$ cat src/hw/lagd_consts.svh
`ifndef LAGD_CONSTS_SVH
`define LAGD_CONSTS_SVH

// Width of one spin vector in bits
`define LAGD_NUM_SPIN 16

// Entries in the spin FIFO the host loads
`define LAGD_SPIN_DEPTH 4

// Entries in the result FIFO the host drains
`define LAGD_RES_DEPTH 4

// Width of the iteration index and the iteration limit
`define LAGD_ITER_W 8

`endif

$ cat src/hw/lagd_pkg.sv
`default_nettype none

`include "lagd_consts.svh"

package lagd_pkg;

    // One spin vector, one bit per spin
    typedef logic [`LAGD_NUM_SPIN-1:0] spin_t;

    // Iteration index, also used for the configured limit
    typedef logic [`LAGD_ITER_W-1:0] iter_t;

    // Fill level of the spin FIFO, covers 0 up to a full FIFO
    typedef logic [$clog2(`LAGD_SPIN_DEPTH + 1)-1:0] spin_usage_t;

    // Result word, flipped spin in the upper bits and its iteration tag below
    typedef struct packed {
        spin_t spin;
        iter_t iter;
    } result_t;

    // Control FSM states
    typedef enum logic [2:0] {
        IDLE,
        ARM,
        RUN,
        DONE,
        FLUSH
    } anneal_state_e;

endpackage

`default_nettype wire

$ cat src/hw/anneal_ctrl_if.sv
`timescale 1ns/100ps
`default_nettype none

interface anneal_ctrl_if;

    // Maintainer enable, level
    logic en;
    // Empties the spin FIFO and drops the busy state, one-cycle pulse
    logic flush;
    // Arms the computation, one-cycle pulse
    logic cmpt_en;
    // Lets the host drain the spin FIFO outside a run, level
    logic host_readout;
    // Completion busy level, returned by the maintainer
    logic cmpt_busy;

    // FSM side
    modport ctrl (
        output en,
        output flush,
        output cmpt_en,
        output host_readout,
        input  cmpt_busy
    );

    // Spin FIFO maintainer side
    modport maint (
        input  en,
        input  flush,
        input  cmpt_en,
        input  host_readout,
        output cmpt_busy
    );

endinterface

`default_nettype wire

$ cat src/hw/lagd_fifo.sv
`timescale 1ns/100ps
`default_nettype none

module lagd_fifo #(
    parameter type         data_t = logic,
    parameter int unsigned DEPTH  = 4
) (
    input  logic                         clk_i,
    input  logic                         reset_i,
    input  logic                         flush_i,
    input  logic                         push_i,
    input  logic                         push_none_i,
    input  data_t                        data_i,
    input  logic                         pop_i,
    output data_t                        data_o,
    output logic                         full_o,
    output logic                         empty_o,
    output logic [$clog2(DEPTH+1)-1:0]   usage_o
);

    // Pointer wide enough to index every entry, count wide enough to reach DEPTH
    localparam int unsigned PTR_W = (DEPTH > 1) ? $clog2(DEPTH) : 1;
    localparam int unsigned CNT_W = $clog2(DEPTH + 1);

    data_t              mem_q [DEPTH];
    logic [PTR_W-1:0]   wr_ptr_q;
    logic [PTR_W-1:0]   rd_ptr_q;
    logic [PTR_W-1:0]   wr_ptr_nxt;
    logic [PTR_W-1:0]   rd_ptr_nxt;
    logic [CNT_W-1:0]   cnt_q;
    logic               do_push;
    logic               do_pop;

    // Status straight from the count
    assign full_o  = (cnt_q == CNT_W'(DEPTH));
    assign empty_o = (cnt_q == '0);
    assign usage_o = cnt_q;

    // Push into a full FIFO and pop from an empty one are dropped
    assign do_push = push_i & ~full_o;
    assign do_pop  = pop_i & ~empty_o;

    // Circular pointers, wrap at the last entry
    assign wr_ptr_nxt = (wr_ptr_q == PTR_W'(DEPTH - 1)) ? '0 : wr_ptr_q + PTR_W'(1);
    assign rd_ptr_nxt = (rd_ptr_q == PTR_W'(DEPTH - 1)) ? '0 : rd_ptr_q + PTR_W'(1);

    // Head entry is read from storage, no fall-through
    assign data_o = mem_q[rd_ptr_q];

    // Pointers and count, flush empties the FIFO for the next cycle
    always_ff @(posedge clk_i) begin
        if (reset_i || flush_i) begin
            wr_ptr_q <= '0;
            rd_ptr_q <= '0;
            cnt_q    <= '0;
        end else begin
            if (do_push) begin
                wr_ptr_q <= wr_ptr_nxt;
            end
            if (do_pop) begin
                rd_ptr_q <= rd_ptr_nxt;
            end
            // Simultaneous push and pop leaves the count as is
            if (do_push && !do_pop) begin
                cnt_q <= cnt_q + CNT_W'(1);
            end else if (!do_push && do_pop) begin
                cnt_q <= cnt_q - CNT_W'(1);
            end
        end
    end

    // Storage, a push-none writes the all-zero payload
    always_ff @(posedge clk_i) begin
        if (do_push) begin
            mem_q[wr_ptr_q] <= push_none_i ? data_t'('0) : data_i;
        end
    end

endmodule

`default_nettype wire

$ cat src/hw/spin_fifo_maintainer.sv
`timescale 1ns/100ps
`default_nettype none

`include "lagd_consts.svh"

module spin_fifo_maintainer (
    input  logic                  clk_i,
    input  logic                  reset_i,
    anneal_ctrl_if.maint          ctrl,
    input  logic                  icon_finish_i,
    input  logic                  spin_push_valid_i,
    input  lagd_pkg::spin_t       spin_push_i,
    input  logic                  spin_push_none_i,
    output logic                  spin_push_ready_o,
    output logic                  spin_pop_valid_o,
    output lagd_pkg::spin_t       spin_pop_o,
    input  logic                  spin_pop_ready_i,
    output lagd_pkg::spin_usage_t usage_o
);

    logic fifo_full;
    logic fifo_empty;
    logic fifo_push;
    logic fifo_pop;
    logic cmpt_busy_q;
    logic cmpt_stop;
    logic within_cmpt;
    logic busy_set;
    logic busy_clr;

    // Spin storage
    lagd_fifo #(
        .data_t (lagd_pkg::spin_t),
        .DEPTH  (`LAGD_SPIN_DEPTH)
    ) i_spin_fifo (
        .clk_i       (clk_i),
        .reset_i     (reset_i),
        .flush_i     (ctrl.flush),
        .push_i      (fifo_push),
        .push_none_i (spin_push_none_i),
        .data_i      (spin_push_i),
        .pop_i       (fifo_pop),
        .data_o      (spin_pop_o),
        .full_o      (fifo_full),
        .empty_o     (fifo_empty),
        .usage_o     (usage_o)
    );

    // Host side handshake
    assign spin_push_ready_o = ~fifo_full;
    assign fifo_push         = spin_push_valid_i & spin_push_ready_o;

    // Run is over once the iterations finished and the host refilled the FIFO
    assign cmpt_stop   = icon_finish_i & fifo_full;
    assign within_cmpt = cmpt_busy_q & ~cmpt_stop;

    // Pops during a live run, or any time the host reads out
    assign spin_pop_valid_o = ctrl.en & ~fifo_empty &
                              ((within_cmpt & ~icon_finish_i) | ctrl.host_readout);
    assign fifo_pop         = spin_pop_valid_o & spin_pop_ready_i;

    // Busy set and clear conditions
    assign busy_set = ctrl.cmpt_en & ctrl.en;
    assign busy_clr = cmpt_stop | ctrl.flush;

    // Completion busy, clear has priority
    always_ff @(posedge clk_i) begin
        if (reset_i) begin
            cmpt_busy_q <= 1'b0;
        end else if (busy_clr) begin
            cmpt_busy_q <= 1'b0;
        end else if (busy_set) begin
            cmpt_busy_q <= 1'b1;
        end
    end

    assign ctrl.cmpt_busy = cmpt_busy_q;

endmodule

`default_nettype wire

$ cat src/hw/anneal_ctrl.sv
`timescale 1ns/100ps
`default_nettype none

module anneal_ctrl (
    input  logic        clk_i,
    input  logic        reset_i,
    input  logic        start_i,
    input  logic        flush_req_i,
    input  logic        readout_i,
    input  logic        icon_finish_i,
    anneal_ctrl_if.ctrl ctrl,
    output logic        cnt_clear_o,
    output logic        run_o
);

    lagd_pkg::anneal_state_e state_q;
    lagd_pkg::anneal_state_e state_d;
    logic                    en_q;
    logic                    host_phase;
    logic                    start_go;

    // States where the host may start a run or read out
    assign host_phase = (state_q == lagd_pkg::IDLE) || (state_q == lagd_pkg::DONE);

    // Accepted start, a pending flush request takes priority
    assign start_go = start_i & ~flush_req_i & host_phase;

    // Next state
    always_comb begin
        state_d = state_q;
        unique case (state_q)
            lagd_pkg::IDLE, lagd_pkg::DONE: begin
                if (flush_req_i) begin
                    state_d = lagd_pkg::FLUSH;
                end else if (start_i) begin
                    state_d = lagd_pkg::ARM;
                end
            end
            // ARM lasts exactly one cycle
            lagd_pkg::ARM: begin
                state_d = flush_req_i ? lagd_pkg::FLUSH : lagd_pkg::RUN;
            end
            // Run until the counter reports all iterations done
            lagd_pkg::RUN: begin
                if (flush_req_i) begin
                    state_d = lagd_pkg::FLUSH;
                end else if (icon_finish_i) begin
                    state_d = lagd_pkg::DONE;
                end
            end
            lagd_pkg::FLUSH: begin
                state_d = lagd_pkg::IDLE;
            end
            default: begin
                state_d = lagd_pkg::IDLE;
            end
        endcase
    end

    // State and registered enable, enable drops only for the flush cycle
    always_ff @(posedge clk_i) begin
        if (reset_i) begin
            state_q <= lagd_pkg::IDLE;
            en_q    <= 1'b0;
        end else begin
            state_q <= state_d;
            en_q    <= (state_d != lagd_pkg::FLUSH);
        end
    end

    // Control outputs decoded from the state
    assign ctrl.en           = en_q;
    assign ctrl.flush        = (state_q == lagd_pkg::FLUSH);
    assign ctrl.cmpt_en      = (state_q == lagd_pkg::ARM);
    assign ctrl.host_readout = readout_i & host_phase;

    // Counter is clear by the ARM cycle, so a stale finish level
    // cannot block the busy set in the maintainer
    assign cnt_clear_o = start_go | (state_q == lagd_pkg::FLUSH);
    assign run_o       = (state_q == lagd_pkg::RUN);

endmodule

`default_nettype wire

$ cat src/hw/iter_counter.sv
`timescale 1ns/100ps
`default_nettype none

module iter_counter (
    input  logic            clk_i,
    input  logic            reset_i,
    input  logic            clear_i,
    input  logic            run_i,
    input  logic            step_i,
    input  lagd_pkg::iter_t limit_i,
    output lagd_pkg::iter_t count_o,
    output logic            icon_finish_o
);

    lagd_pkg::iter_t count_q;
    lagd_pkg::iter_t count_inc;
    logic            finish_q;
    logic            do_step;

    // Only steps during a run that has not finished yet
    assign do_step   = run_i & step_i & ~finish_q;
    assign count_inc = count_q + lagd_pkg::iter_t'(1);

    always_ff @(posedge clk_i) begin
        if (reset_i || clear_i) begin
            count_q  <= '0;
            finish_q <= 1'b0;
        end else if (do_step) begin
            count_q  <= count_inc;
            // A zero limit never finishes
            finish_q <= (count_inc == limit_i) && (limit_i != '0);
        end
    end

    assign count_o       = count_q;
    assign icon_finish_o = finish_q;

endmodule

`default_nettype wire

$ cat src/hw/spin_flip_engine.sv
`timescale 1ns/100ps
`default_nettype none

module spin_flip_engine (
    input  logic              clk_i,
    input  logic              reset_i,
    input  logic              run_i,
    input  lagd_pkg::spin_t   flip_mask_i,
    input  lagd_pkg::iter_t   iter_i,
    input  logic              spin_valid_i,
    input  lagd_pkg::spin_t   spin_i,
    output logic              spin_ready_o,
    output logic              res_valid_o,
    output lagd_pkg::result_t res_o,
    input  logic              res_ready_i,
    output logic              step_o
);

    logic              valid_q;
    lagd_pkg::result_t res_q;
    logic              accept;

    // Stage takes a new spin when empty or when its result leaves this cycle
    assign spin_ready_o = ~valid_q | res_ready_i;
    assign accept       = spin_valid_i & spin_ready_o;

    // One iteration per spin taken during a run
    assign step_o = accept & run_i;

    // Stage valid
    always_ff @(posedge clk_i) begin
        if (reset_i) begin
            valid_q <= 1'b0;
        end else if (accept) begin
            valid_q <= 1'b1;
        end else if (res_ready_i) begin
            valid_q <= 1'b0;
        end
    end

    // Payload, flipped and tagged in a run, passed through untagged in readout
    always_ff @(posedge clk_i) begin
        if (accept) begin
            res_q.spin <= run_i ? (spin_i ^ flip_mask_i) : spin_i;
            res_q.iter <= run_i ? iter_i : '0;
        end
    end

    assign res_valid_o = valid_q;
    assign res_o       = res_q;

endmodule

`default_nettype wire

$ cat src/hw/lagd_spin_top.sv
`timescale 1ns/100ps
`default_nettype none

`include "lagd_consts.svh"

module lagd_spin_top (
    input  logic                  clk_i,
    input  logic                  reset_i,
    input  logic                  start_i,
    input  logic                  flush_req_i,
    input  logic                  readout_i,
    input  lagd_pkg::spin_t       flip_mask_i,
    input  lagd_pkg::iter_t       iter_limit_i,
    input  logic                  spin_push_valid_i,
    input  lagd_pkg::spin_t       spin_push_i,
    input  logic                  spin_push_none_i,
    output logic                  spin_push_ready_o,
    output logic                  res_valid_o,
    output lagd_pkg::result_t     res_o,
    input  logic                  res_ready_i,
    output logic                  cmpt_busy_o,
    output logic                  icon_finish_o,
    output lagd_pkg::spin_usage_t spin_usage_o
);

    // FSM to maintainer controls
    anneal_ctrl_if ctrl_if ();

    logic              cnt_clear;
    logic              run;
    logic              icon_finish;
    logic              step;
    lagd_pkg::iter_t   iter_count;
    logic              spin_pop_valid;
    lagd_pkg::spin_t   spin_pop;
    logic              spin_pop_ready;
    logic              eng_valid;
    lagd_pkg::result_t eng_res;
    logic              res_full;
    logic              res_empty;

    anneal_ctrl i_anneal_ctrl (
        .clk_i         (clk_i),
        .reset_i       (reset_i),
        .start_i       (start_i),
        .flush_req_i   (flush_req_i),
        .readout_i     (readout_i),
        .icon_finish_i (icon_finish),
        .ctrl          (ctrl_if.ctrl),
        .cnt_clear_o   (cnt_clear),
        .run_o         (run)
    );

    spin_fifo_maintainer i_spin_fifo_maintainer (
        .clk_i             (clk_i),
        .reset_i           (reset_i),
        .ctrl              (ctrl_if.maint),
        .icon_finish_i     (icon_finish),
        .spin_push_valid_i (spin_push_valid_i),
        .spin_push_i       (spin_push_i),
        .spin_push_none_i  (spin_push_none_i),
        .spin_push_ready_o (spin_push_ready_o),
        .spin_pop_valid_o  (spin_pop_valid),
        .spin_pop_o        (spin_pop),
        .spin_pop_ready_i  (spin_pop_ready),
        .usage_o           (spin_usage_o)
    );

    iter_counter i_iter_counter (
        .clk_i         (clk_i),
        .reset_i       (reset_i),
        .clear_i       (cnt_clear),
        .run_i         (run),
        .step_i        (step),
        .limit_i       (iter_limit_i),
        .count_o       (iter_count),
        .icon_finish_o (icon_finish)
    );

    // Result FIFO not-full is the engine's ready
    spin_flip_engine i_spin_flip_engine (
        .clk_i        (clk_i),
        .reset_i      (reset_i),
        .run_i        (run),
        .flip_mask_i  (flip_mask_i),
        .iter_i       (iter_count),
        .spin_valid_i (spin_pop_valid),
        .spin_i       (spin_pop),
        .spin_ready_o (spin_pop_ready),
        .res_valid_o  (eng_valid),
        .res_o        (eng_res),
        .res_ready_i  (~res_full),
        .step_o       (step)
    );

    // Results wait here for the host, flushed together with the spins
    lagd_fifo #(
        .data_t (lagd_pkg::result_t),
        .DEPTH  (`LAGD_RES_DEPTH)
    ) i_res_fifo (
        .clk_i       (clk_i),
        .reset_i     (reset_i),
        .flush_i     (ctrl_if.flush),
        .push_i      (eng_valid),
        .push_none_i (1'b0),
        .data_i      (eng_res),
        .pop_i       (res_ready_i),
        .data_o      (res_o),
        .full_o      (res_full),
        .empty_o     (res_empty),
        .usage_o     ()
    );

    assign res_valid_o   = ~res_empty;
    assign cmpt_busy_o   = ctrl_if.cmpt_busy;
    assign icon_finish_o = icon_finish;

endmodule

`default_nettype wire

$ cat config.mk
export PLATFORM = sky130hd
export DESIGN_NAME = lagd_spin_top
export DESIGN_NICKNAME = d
export VERILOG_FILES = /design/src/hw/lagd_pkg.sv /design/src/hw/anneal_ctrl_if.sv /design/src/hw/lagd_fifo.sv /design/src/hw/spin_fifo_maintainer.sv /design/src/hw/anneal_ctrl.sv /design/src/hw/iter_counter.sv /design/src/hw/spin_flip_engine.sv /design/src/hw/lagd_spin_top.sv
export VERILOG_INCLUDE_DIRS = /design/src /design/src/hw
export SDC_FILE = /design/constraint.sdc
export NUM_CORES = 1
export LEC_CHECK = 0
export BUFFER_PORTS_ARGS = -buffer_cell sky130_fd_sc_hd__buf_2
export CAP_MARGIN = 20
export CELL_PAD_IN_SITES_DETAIL_PLACEMENT = 2
export CELL_PAD_IN_SITES_GLOBAL_PLACEMENT = 2
export CORE_MARGIN = 4
export CORE_UTILIZATION = 47
export DETAILED_ROUTE_END_ITERATION = 16
export GPL_TIMING_DRIVEN = 1
export HOLD_SLACK_MARGIN = 0.15
export PLACE_DENSITY = 0.87
export SLEW_MARGIN = 5
export SYNTH_ARGS = -nofsm -noshare
export SYNTH_HDL_FRONTEND = slang
export SYNTH_SLANG_ARGS = --single-unit
$ cat constraint.sdc
create_clock -name clk_i -period 4.4 [get_ports clk_i]
set_clock_uncertainty 0.15 [all_clocks]
set_input_delay 0.44 -clock clk_i [delete_from_list [all_inputs] [get_ports clk_i]]
set_output_delay 0.44 -clock clk_i [all_outputs]
set_load 0.01 [all_outputs]
Word level (Yosys, flattened, before mapping)

Memory sizes are Yosys's and may differ from the RTL's. A register that Yosys moved wholly into a read port is not among the register bits.
Cells that the tools add are included.

Flip-flop bits (word level): 53
Latch bits: 0
Memory bits (writable): 160
Memory bits (read-only): 0
Input bits: 48
Output and inout port bits: 31
Logic and storage cells: 115
Memories: 2

Memories:

| name                                     | depth | width | read ports | clocked after memory_dff | wr ports | line            | text |
|---|---|---|---|---|---|---|---|
| i_res_fifo.mem_q                         | 4     | 24    | 1          | 1                        | 1        | lagd_fifo.sv:25 | `data_t mem_q [DEPTH];` |
| i_spin_fifo_maintainer.i_spin_fifo.mem_q | 4     | 16    | 1          | 1                        | 1        | lagd_fifo.sv:25 |  |

Add/sub/neg operators: 9
Multipliers: 0
Divide/modulo/power cells: 0
Magnitude comparators: 0
Equality and inequality tests: 13
Shift-type cells: 0
Multiplexer cells: 26
Bitwise operators: 31
Reduce and logical (&&, ||, !) cells: 20

Operators by type and width:

| cell                  | number |
|---|---|
| $mux W16              | 2 |
| $mux W3               | 9 |
| $and A1 B1 Y1         | 18 |
| $mux W2               | 8 |
| $xor A16 B16 Y16      | 1 |
| $eq A3 B3 Y1 const B  | 3 |
| $logic_not A3 Y1      | 3 |
| $pmux W3 S3           | 1 |
| $add A2 B1 Y2 const B | 4 |
| $add A8 B1 Y8 const B | 1 |
| $eq A2 B2 Y1 const B  | 4 |
| $eq A8 B8 Y1          | 1 |
| $not A1 Y1            | 8 |
| $reduce_bool A8 Y1    | 1 |
| $add A3 B1 Y3 const B | 2 |
| $eq A3 B2 Y1 const B  | 2 |
| $mux W1               | 6 |
| $sub A3 B1 Y3 const B | 2 |
| $logic_and A1 B1 Y1   | 5 |
| $logic_not A1 Y1      | 4 |
| $or A1 B1 Y1          | 4 |
| $reduce_bool A2 Y1    | 2 |
| $reduce_or A2 Y1      | 2 |
| $eq A3 B1 Y1 const B  | 1 |
| 3 further kinds       | 5 |

Depth between registers and ports, before layout

Gate-level depths: netlist (run 1).

Word-level depth: 12
Gate-level depth with buffers: 10
Mapped depth without buffers: 9

Cells and area by module

A second synthesis (run 1) with hierarchy kept.

Cell total of the unflattened synthesis: 536
Area total of the unflattened synthesis: 8,967.4 um^2

Modules (own cells, without submodules):

| module                                         | times used | cells an instance | area each (um^2) | sequential area each (um^2) |
|---|---|---|---|---|
| lagd_fifo (i_res_fifo)                         | 1          | 203               | 4,112.7          | 3,062.9 |
| lagd_fifo (i_spin_fifo_maintainer.i_spin_fifo) | 1          | 152               | 2,905.3          | 2,102.0 |
| spin_flip_engine                               | 1          | 72                | 1,037.2          | 740.7 |
| iter_counter                                   | 1          | 70                | 585.6            | 180.2 |
| anneal_ctrl                                    | 1          | 25                | 220.2            | 80.1 |
| spin_fifo_maintainer                           | 1          | 11                | 95.1             | 20.0 |
| lagd_spin_top                                  | 1          | 3                 | 11.3             | 0.0 |

Worst setup path before layout (run 1)

Ideal clock, no wire load.

Path kind: reg-to-reg
From: reg i_spin_fifo_maintainer.i_spin_fifo.cnt_q[0], in the netlist i_spin_fifo_maintainer.i_spin_fifo.usage_o[0]
To: reg i_spin_fifo_maintainer.i_spin_fifo.cnt_q[2], in the netlist i_spin_fifo_maintainer.i_spin_fifo.usage_o[2]
Setup time: 0.070 ns
Data arrival time: 2.198 ns
Required time: 4.180 ns
Setup slack: 1.982 ns
Stages on the path, launching flop included: 11
Path buffers: 1
Period minus slack after synthesis: 2.418 ns
Cells stage by stage: dfxtp_1 nor2_1 nand2_1 and2_1 clkbuf_1 ha_1 inv_1 fa_1 xor2_1 or3_1 a21oi_1

Elaborated cells on any way between the ends: 24
Classes of those cells: 2 x add/sub; 1 x eq/ne; 2 x mux; 13 x bitwise; 6 x reduce/logical

RTL lines:

| element                                        | line                       | text |
|---|---|---|
| start, declared                                | lagd_fifo.sv:30            | `logic [CNT_W-1:0] cnt_q;` |
| start signal, assigned                         | lagd_fifo.sv:65            | `cnt_q <= cnt_q + CNT_W'(1);` |
| start signal, assigned                         | lagd_fifo.sv:67            | `cnt_q <= cnt_q - CNT_W'(1);` |
| $eq A3 B3 Y1 (*)                               | lagd_fifo.sv:35            | `assign full_o = (cnt_q == CNT_W'(DEPTH));` |
| $not A1 Y1 (*)                                 | spin_fifo_maintainer.sv:50 | `assign spin_push_ready_o = ~fifo_full;` |
| net spin_push_ready_o                          | lagd_spin_top.sv:17        | `output logic spin_push_ready_o,` |
| $and A1 B1 Y1                                  | spin_fifo_maintainer.sv:51 | `assign fifo_push = spin_push_valid_i & spin_push_ready_o;` |
| $and A1 B1 Y1 (*)                              | lagd_fifo.sv:40            | `assign do_push = push_i & ~full_o;` |
| net i_spin_fifo_maintainer.i_spin_fifo.do_push | lagd_fifo.sv:31            | `logic do_push;` |
| $logic_not A1 Y1                               | lagd_fifo.sv:66            | `end else if (!do_push && do_pop) begin` |
| $logic_and A1 B1 Y1                            | lagd_fifo.sv:66            |  |
| $reduce_bool A2 Y1 (no source line)            | -                          |  |

Mark *: on every way through the listed nets, which the timed path passes. The rest lies on a longest branch. The select of a mux whose other input is x is not followed.
A chain may end at the register's enable or synchronous reset.

Final worst setup path (run 1)

From: reg i_anneal_ctrl.state_q[0]
To: reg i_spin_fifo_maintainer.i_spin_fifo.cnt_q[2], in the netlist i_spin_fifo_maintainer.i_spin_fifo.usage_o[2]

Cells in the longest elaborated chain, start to end: 10
Elaborated cells on any way between the ends: 15
Classes of those cells: 2 x eq/ne; 1 x mux; 5 x bitwise; 7 x reduce/logical

Ends and longest elaborated chain:

| element                                                 | line                       | text |
|---|---|---|
| start, declared                                         | anneal_ctrl.sv:16          | `lagd_pkg::anneal_state_e state_q;` |
| start signal, assigned                                  | anneal_ctrl.sv:63          | `state_q <= lagd_pkg::IDLE;` |
| start signal, assigned                                  | anneal_ctrl.sv:66          | `state_q <= state_d;` |
| $eq A3 B2 Y1 / $logic_not A3 Y1 (equally long branches) | anneal_ctrl.sv:23          | `assign host_phase = (state_q == lagd_pkg::IDLE) \|\| (state_q == lagd_pkg::DONE);` |
| $logic_or A1 B1 Y1                                      | anneal_ctrl.sv:23          |  |
| $and A1 B1 Y1                                           | anneal_ctrl.sv:75          | `assign ctrl.host_readout = readout_i & host_phase;` |
| $or A1 B1 Y1                                            | spin_fifo_maintainer.sv:59 | `((within_cmpt & ~icon_finish_i) \| ctrl.host_readout);` |
| $and A1 B1 Y1                                           | spin_fifo_maintainer.sv:58 | `assign spin_pop_valid_o = ctrl.en & ~fifo_empty &` |
| $and A1 B1 Y1                                           | spin_fifo_maintainer.sv:60 | `assign fifo_pop = spin_pop_valid_o & spin_pop_ready_i;` |
| $and A1 B1 Y1                                           | lagd_fifo.sv:41            | `assign do_pop = pop_i & ~empty_o;` |
| $logic_not A1 Y1                                        | lagd_fifo.sv:64            | `if (do_push && !do_pop) begin` |
| $logic_and A1 B1 Y1                                     | lagd_fifo.sv:64            |  |
| $mux W3 / $reduce_bool A2 Y1 (equally long branches)    | -                          |  |

Several ways; a longest one is shown, not always the timed one.

==> results.py, run 1 <==
metrics = {
    "synth": {
        "synth.distinct_cells": 42,
        "ys_dominant_reg_cell": "edfxtp_1",
        "yosysSeqAreaShare_pct": 71.5,
        "syn_inst": 500,
        "synth_commonest_cells": "edfxtp_1, mux4_2, dfxtp_1, nor2_1, nand2_1",
        "synth_top_area_share_pct": 63.9,
        "syn-cell-area_um2": 8650,
        "ys_ff_latch": 217,
        "synth.most_common_cell": "edfxtp_1",
        "synth_nets": 563,
        "synth_area_leaders": "edfxtp_1, mux4_2, dfxtp_1",
        "synthArstFlopShare_pct": 0,
        "syn-mean-instance-area_um2": 17.3,
        "yosys_warnings": 0,
        "synth_edf_count": 184,
        "synth_top_cell_by_area": "edfxtp_1",
    },
    "clocking": {
        "ctsResizeCount": 0,
        "clock_latency_ns": 0.50,
        "cts_setup_buffers": 0,
        "clock_path_buffers": 3,
        "numCtsBuffers": 23,
        "cts_tree": "done",
        "cts-root-buf": "clkbuf_16",
        "cts_sinks": 217,
        "clk_pin_slew_ns": 0.06,
        "htreeDepth": 1,
    },
    "worst_setup_path": {
        "crit_required_ns": 4.67,
        "worstSetupStartpointType": "flop",
        "endpoint_kind": "flop",
        "worst-r2r-setup-slack_ns": 1.58,
        "max_stage_delay_ns": 0.54,
        "crit_family": "adder cells",
        "critPathMaxFanout": 6,
        "crit_chain": "xnor2_1, a31o_2, nand3_1, ha_1, inv_1, fa_1, xor2_1, or3_1, a21oi_1",
        "crit_buf_inv": 1,
        "path_class": "reg -> reg",
        "cp_slowest_cell": "dfxtp_1",
        "crit_arrival_ns": 3.09,
    },
    "timing": {
        "slew_viol_final": 0,
        "hold_viol": 0,
        "worst_pin_slew_ns": 0.935,
        "period_minus_slack_ns": 2.82,
        "setup_violations": 0,
        "setup-tns-final_ns": 0,
        "rsz0062_at_grt": "no",
        "min_period_over_period_pct": 64.1,
        "relSlewSlack_pct": 37.6,
        "max_freq_mhz": 354,
    },
    "final_layout": {
        "antennaDiodeCount": 0,
        "nets": 659,
        "drive_gt1_share_pct": 25.8,
        "area_delta_synth_final_pct": 16.1,
        "fillCellCount": 1597,
        "final_core_util_pct": 55.7,
    },
    "power": {
        "ir_worst_vdd_mv": 0.279,
        "p_leak_nw": 3.43,
        "p_per_area_nw_per_um2": 477,
    },
    "grt": {
        "grt_pass1_wl_mm": 35.1,
        "antenna_found_initial": 0,
        "overflow": 0,
        "grtUsageTotal_pct": 23.2,
        "first_global_vias": 5463,
        "grt_max_degree": 26,
    },
    "drt": {
        "wl_per_cell_um": 27.3,
        "antenna_left": 0,
        "firstDrtPassIters": 5,
        "drt-total-wl_mm": 22.9,
        "route.detailed.drc": 0,
        "vias": 4786,
        "via_per_inst": 5.69,
        "drtIter0Drc": 308,
    },
    "min_path": {
        "hp-class": "in -> reg",
    },
    "placed_design": {
        "portBuffers": 78,
        "hpwl_mm": 15.4,
        "gpl.final_weighted_congestion": 0.768,
    },
    "floorplanning": {
        "ios": 79,
        "die_w_um": 144,
        "die_h_um": 144,
        "fp-row-count": 49,
        "dieArea_um2": 20600,
        "placeableCoreArea_um2": 18000,
        "initial_core_util_pct": 48.0,
    },
    "outcome": {
        "status": "finished, final reports clean",
    },
    "run": {
        "drv_cap": 0,
    },
}
[metrics by stage]
step           power (W)  worst slack (ns)  cell area, µm²  hold WS [ns]  instances
2_1_floorplan    0.00278              1.98            8650         0.304        500
3_3_place_gp     0.00295              1.96            9300         0.317        794
3_5_place_dp     0.00302              1.71            9300         0.352        794
4_1_cts          0.00484              1.60           10000         0.151        840
5_1_grt          0.00498              1.47           10000         0.182        841
6_report         0.00479              1.58           10000         0.165        841
[cells by family after synthesis]
group | count (synthesis) | share of synthesized area (%)
buffers and inverters | 30 | 1.43
adders and majority gates | 15 | 2.34
xor gates and xnor gates | 37 | 3.75
and+or+nand+nor | 125 | 7.75
muxes | 48 | 11.3
DFF | 217 | 71.5
AOI/OAI and AO/OA | 28 | 1.88
[metal layers]
metal / wire (µm) / share of wire, % / track usage, % / up-vias
li1: - / - / - / 2097
met5: 0 / 0 / 0 / -
met2: 12200 / 53 / 42.0 / 167
met4: 859 / 3.7 / 9.56 / 0
met1: 8840 / 39 / 28.1 / 2467
met3: 1040 / 4.6 / 3.03 / 55
[area by class of cell]
cell class / instances / area (µm²) / area share (%)
flip-flops and latches: 217 / 6190 / 61.6
multi-input cells: 253 / 2340 / 23.3
repair buffers: 92 / 515 / 5.13
clock buffers: 32 / 619 / 6.16
clock inverters: 9 / 65.1 / 0.648
inverters: 9 / 33.8 / 0.336
well taps: 229 / 287 / 2.85
[power by group]
part | switching [W] | total, W | internal [W]
registers | 0.0000648 | 0.00239 | 0.00232
clock network | 0.000775 | 0.00181 | 0.00104
logic | 0.000325 | 0.000589 | 0.000265
total | 0.00116 | 0.00479 | 0.00362
[state kept, by name (all words and copies together) (netlist names), 3 cells and up, named ones only]
| register | count |
|---|---|
| i_res_fifo.usage_o | 3 |
| i_iter_counter.count_o | 8 |
| i_res_fifo.mem_q | 96 |
| i_anneal_ctrl.state_q | 3 |
| i_spin_fifo_maintainer.i_spin_fifo.usage_o | 3 |
| i_spin_fifo_maintainer.i_spin_fifo.mem_q | 64 |
| i_spin_flip_engine.res_o | 24 |
[timing repair]
action / in CTS / in global routing
endpoints found under the setup margin: 0 / 0
endpoints found under the hold margin: 7 / 0
hold buffers: 5 / 0
[cell usage in the layout (no fill, tap or decap), drive strengths merged, types with 3 or more instances in the layout]
| cell | instances |
|---|---|
| mux2i | 8 |
| and4 | 3 |
| ha | 13 |
| nor3 | 4 |
| xor2 | 13 |
| mux4 | 40 |
| nand4 | 3 |
| nand3 | 9 |
| nor2 | 28 |
| edfxtp | 184 |
| o21ai | 9 |
| dfxtp | 33 |
| nand2 | 26 |
| or3 | 5 |
| nor2b | 18 |
| buf | 87 |
| clkbuf | 32 |
| and2 | 13 |
| xnor2 | 24 |
| dlygate4sd3 | 5 |
| clkinv | 8 |
| a21oi | 11 |
| and3 | 6 |
| inv | 9 |
[final timing paths]
kind,cells after the start,startpoint,end
setup / recovery,9,i_anneal_ctrl.state_q[0],i_spin_fifo_maintainer.i_spin_fifo.usage_o[2]
hold / removal,3,flip_mask_i[12],i_spin_flip_engine.res_o[20]
setup reg to reg,9,i_anneal_ctrl.state_q[0],i_spin_fifo_maintainer.i_spin_fifo.usage_o[2]
hold reg to reg,0,i_spin_flip_engine.res_o[7],i_res_fifo.mem_q[0][7]
[tightest hold or removal path: stages]
cell and delay (ns):
buf_2 0.08, nand2_1 0.05, xnor2_1 0.13
Note: power is estimated with default switching activity, not from simulation.
==> inputs of run 2 (changes only) <==
- CORE_UTILIZATION: 47 -> 44
- PLACE_DENSITY: 0.87 -> 0.82
- clock period: 4.4 -> 2.62 ns (I/O delays scaled with it)
==> run 2 against run 1 <==
Net effect:
- setup slack worse by 1.5 ns
- die area grew 6.4%
- first-iteration DRC count fell by 35%
- largest power group unchanged
- highest routed layer unchanged
- final cell count is 9.4% higher
- sequential share of layout area shrank 2.5 points
- combinational power increased by 82%
- sequential power rose by 68%
- maximum frequency rose by 11%
- hold slack worse by 0.014 ns
- critical endpoint unchanged
- utilization shrank 1.7 points
==> results.py, run 2 (synthesis results as in run 1) <==
metrics = {
    "timing": {
        "rsz0062_at_grt": "no",
        "relSlewSlack_pct": 59.5,
        "slew_viol_final": 0,
        "worst_pin_slew_ns": 0.607,
        "max_freq_mhz": 393,
        "period_minus_slack_ns": 2.55,
        "setup_slack_ns": 0.0724,
        "setup-tns-final_ns": 0,
        "hold_viol": 0,
        "min_period_over_period_pct": 97.2,
        "setup_violations": 0,
    },
    "worst_setup_path": {
        "worst-path-stages": 9,
        "crit_buf_inv": 1,
        "crit_arrival_ns": 2.80,
        "crit_chain": "xnor2_1, a31o_2, nand3_1, ha_1, inv_1, fa_1, xor2_1, or3_1, a21oi_1",
        "worstSetupStartpointType": "flop",
        "r2r_cells": 9,
        "crit_family": "adder cells",
        "critPathMaxFanout": 6,
        "max_stage_delay_ns": 0.41,
        "cp_slowest_cell": "dfxtp_2",
        "crit_required_ns": 2.87,
        "endpoint_kind": "flop",
        "path_class": "reg -> reg",
    },
    "clocking": {
        "clock_latency_ns": 0.50,
        "htreeDepth": 1,
        "cts_sinks": 217,
        "cts_tree": "done",
        "clk_pin_slew_ns": 0.06,
        "numCtsBuffers": 23,
        "clock_path_buffers": 3,
        "cts-root-buf": "clkbuf_16",
        "cts_setup_buffers": 0,
    },
    "grt": {
        "antenna_found_initial": 0,
        "first_global_vias": 5847,
        "grt_max_degree": 25,
        "grt_pass1_wl_mm": 36.0,
        "grtUsageTotal_pct": 21.6,
        "overflow": 0,
    },
    "final_layout": {
        "final_common_cell": "edfxtp_1",
        "largest_register_ffs": 96,
        "area_delta_synth_final_pct": 21.3,
        "layout_common_cells": "edfxtp_1, buf_2, mux4_2",
        "final_core_util_pct": 54.1,
        "drive_gt1_share_pct": 27.2,
        "regMostFlops": "i_res_fifo.mem_q",
        "antennaDiodeCount": 0,
        "nets": 702,
    },
    "drt": {
        "antenna_left": 0,
        "route.detailed.drc": 0,
        "topRoutingLayerUsed": "met4",
        "drtIter0Drc": 199,
        "wl_per_cell_um": 25.3,
        "drt-total-wl_mm": 23.3,
        "via_per_inst": 5.34,
        "firstDrtPassIters": 4,
        "wl_met2_mm": 13.2,
        "vias": 4914,
        "wl_met1_mm": 8.84,
        "wl_met3_um": 833,
    },
    "floorplanning": {
        "fp-row-count": 51,
        "die_h_um": 148,
        "ios": 79,
        "dieArea_um2": 22000,
        "die_w_um": 148,
        "placeableCoreArea_um2": 19400,
        "initial_core_util_pct": 44.6,
    },
    "power": {
        "p_leak_nw": 3.62,
        "ir_worst_vdd_mv": 0.537,
        "p_per_area_nw_per_um2": 762,
    },
    "outcome": {
        "status": "finished, final reports clean",
    },
    "run": {
        "drv_cap": 0,
    },
    "min_path": {
        "hp-class": "in -> reg",
        "hold_depth": 4,
    },
    "placed_design": {
        "portBuffers": 78,
        "dp_slack_ns": 0.0427,
        "hpwl_mm": 14.7,
        "gpl.final_weighted_congestion": 0.797,
    },
}
## run 2: cell type report
cell class	instances	area, µm²
Fill cell	1791	8910
Sequential cell	217	6190
Multi-Input combinational cell	253	2350
Timing Repair Buffer	135	926
Clock buffer	31	616
Tap cell	265	332
Clock inverter	10	43.8
Inverter	9	33.8
## run 2: what timing repair did
item | 4_1_cts | 5_1_grt
endpoints found under the setup margin | 1 | 2
hold buffers | 38 | 0
hold endpoints to repair | 90 | 0
gates resized for setup | 2 | 7
## run 2: path summary, 6_finish.rpt
path,start,endpoint,slack (ns)
worst max-delay path,i_anneal_ctrl.state_q[0],i_spin_fifo_maintainer.i_spin_fifo.usage_o[2],0.07
worst max register to register,i_anneal_ctrl.state_q[0],i_spin_fifo_maintainer.i_spin_fifo.usage_o[2],0.07
worst min register to register,i_res_fifo.rd_ptr_q[1],flop,0.35
worst min-delay path,spin_push_valid_i,i_spin_fifo_maintainer.i_spin_fifo.wr_ptr_q[1],0.15
## run 2: layer usage
metal  vias up  global-route usage (%)
met1      2588                    25.1
li1       2190                       -
met2       103                    41.5
met4         0                    5.45
met3        33                    3.35
met5         -                       0
## run 2: stage by stage
| step | total power [W] | hold slack [ns] | instance area (µm²) | std cells |
|---|---|---|---|---|
| 2_1_floorplan | 0.00467 | 0.181 | 8650 | 500 |
| 3_3_place_gp | 0.00499 | 0.314 | 9440 | 841 |
| 3_5_place_dp | 0.00508 | 0.347 | 9440 | 841 |
| 4_1_cts | 0.00805 | 0.160 | 10500 | 920 |
| 5_1_grt | 0.00835 | 0.190 | 10500 | 920 |
| 6_report | 0.00799 | 0.151 | 10500 | 920 |
## run 2: where the power goes
group | switching [W] | internal (W) | total, W
Sequential | 0.000107 | 0.00390 | 0.00401
Combinational | 0.000566 | 0.000503 | 0.00107
Clock | 0.00128 | 0.00164 | 0.00292
Total | 0.00195 | 0.00604 | 0.00799
## run 2: worst register-to-register path, delay by kind of cell, from the launching register on
family / cells / cell delay, ns
DFF: 1 / 0.41
AOI/OAI and AO/OA: 2 / 0.48
and+or+nand+nor: 2 / 0.44
xor gates and xnor gates: 2 / 0.31
adders and majority gates: 2 / 0.60
buffers and inverters: 1 / 0.08
==> inputs of run 3 (changes only) <==
- CORE_ASPECT_RATIO: unset -> 0.6
==> run 3 against run 2 <==
Net effect:
- clock power up 17%
- final cell count down 0.22%
- maximum frequency increased by 0.16%
- power increased by 7.1%
- flip-flop and latch count is the same
- sequential share of layout area is 0.42 points lower
- largest cell class unchanged
- largest power group unchanged
==> results.py, run 3 (synthesis results as in run 1) <==
metrics = {
    "worst_setup_path": {
        "path_class": "reg -> reg",
        "endpoint_kind": "flop",
        "crit_required_ns": 2.90,
        "worstSetupStartpointType": "flop",
        "crit_arrival_ns": 2.82,
        "critPathMaxFanout": 5,
    },
    "clocking": {
        "cts_sinks": 217,
        "numCtsBuffers": 22,
        "htreeDepth": 1,
        "clock_latency_ns": 0.51,
        "cts-root-buf": "clkbuf_16",
        "clk_pin_slew_ns": 0.07,
        "clock_path_buffers": 3,
        "cts_tree": "done",
        "cts_setup_buffers": 0,
    },
    "final_layout": {
        "fillCellCount": 1668,
        "layout_common_cells": "edfxtp_1, buf_2, mux4_2",
        "antennaDiodeCount": 0,
        "nets": 699,
        "regMostFlops": "i_res_fifo.mem_q",
        "ff_latch_area_um2": 6190,
        "drive_gt1_share_pct": 27.9,
        "largest_register_ffs": 96,
        "final_common_cell": "edfxtp_1",
        "area_delta_synth_final_pct": 22.1,
        "fin_area_um2": 10600,
        "multi_input_area_um2": 2360,
    },
    "placed_design": {
        "portBuffers": 78,
        "hpwl_mm": 16.5,
        "gpl.final_weighted_congestion": 0.878,
        "dpl-instance-area_um2": 9430,
    },
    "timing": {
        "hold_viol": 0,
        "relSlewSlack_pct": 57.0,
        "setup_violations": 0,
        "period_minus_slack_ns": 2.54,
        "slew_viol_final": 0,
        "min_period_over_period_pct": 97.1,
        "max_freq_mhz": 393,
        "worst_pin_slew_ns": 0.645,
    },
    "floorplanning": {
        "placeableCoreArea_um2": 19200,
        "die_h_um": 117,
        "initial_core_util_pct": 45.1,
        "die_w_um": 189,
        "ios": 79,
        "dieArea_um2": 22000,
        "fp-row-count": 39,
    },
    "grt": {
        "grtUsageTotal_pct": 25.5,
        "grt_max_degree": 25,
        "antenna_found_initial": 1,
        "grt_pass1_wl_mm": 40.6,
        "overflow": 0,
        "first_global_vias": 5851,
    },
    "power": {
        "p_per_area_nw_per_um2": 810,
        "p_leak_nw": 3.65,
        "ir_worst_vdd_mv": 0.423,
        "p_total_w": 0.00856,
    },
    "drt": {
        "drtIter0Drc": 513,
        "via_per_inst": 5.67,
        "wl_per_cell_um": 30.0,
        "vias": 5204,
        "firstDrtPassIters": 5,
        "antenna_left": 0,
        "drt-total-wl_mm": 27.6,
        "route.detailed.drc": 0,
    },
    "outcome": {
        "status": "finished, final reports clean",
    },
    "min_path": {
        "hp-class": "in -> reg",
    },
    "run": {
        "drv_cap": 0,
    },
}
[run 3: per-stage QoR]
stage / hold slack, ns / utilization [%] / std cells / setup TNS, ns / worst slack (ns)
global route: 0.157 / 55.1 / 918 / -0.00520 / -0.00520
detailed placement: 0.364 / 49.2 / 842 / 0 / 0.0787
floorplan: 0.181 / - / 500 / 0 / 0.202
global placement: 0.319 / 49.2 / 842 / 0 / 0.286
finish: 0.166 / 55.1 / 918 / 0 / 0.0764
CTS: 0.150 / 54.9 / 918 / 0 / 0.0428
[run 3: timing repair]
action	in CTS	in global routing
setup endpoints to repair	0	3
hold endpoints to repair	89	0
gates resized for setup	0	11
hold buffers	36	0
[run 3: routing by layer]
| layer | share of wire (%) | wire [µm] | GRT usage [%] |
|---|---|---|---|
| met3 | 5.8 | 1600 | 4.87 |
| met4 | 4.1 | 1140 | 10.4 |
| met2 | 50 | 13700 | 44.0 |
| met5 | 0 | 0 | 0 |
| met1 | 40 | 11200 | 32.4 |
[run 3: worst paths after layout]
path	from	endpoint	slack [ns]	depth (start not counted)
setup reg to reg	i_res_fifo.usage_o[1]	i_spin_fifo_maintainer.i_spin_fifo.usage_o[2]	0.08	8
setup / recovery	i_res_fifo.usage_o[1]	i_spin_fifo_maintainer.i_spin_fifo.usage_o[2]	0.08	8
hold / removal	spin_push_valid_i	i_spin_fifo_maintainer.i_spin_fifo.wr_ptr_q[0]	0.17	4
hold reg to reg	i_spin_flip_engine.res_o[10]	i_res_fifo.mem_q[2][10]	0.37	0
[run 3: where the power goes]
part | switching (W) | internal, W | total, W
Combinational | 0.000613 | 0.000506 | 0.00112
Clock | 0.00141 | 0.00200 | 0.00341
Sequential | 0.000127 | 0.00390 | 0.00402
[run 3: cell type report]
| cell class | instances | share of cell area [%] |
|---|---|---|
| multi-input combinational | 253 | 22.4 |
| sequential | 217 | 58.6 |
| inverter | 9 | 0.320 |
| clock inverter | 12 | 1.48 |
| tap | 266 | 3.15 |
| timing repair buffer | 133 | 8.45 |
| clock buffer | 28 | 5.62 |
[run 3: critical path, cell delays in order, from the launching register on]
cell       delay, ns
dfxtp_1         0.39
nand4bb_2       0.40
nand3_2         0.20
ha_1            0.21
inv_1           0.08
fa_1            0.38
xor2_1          0.18
or3_1           0.32
a21oi_1         0.16
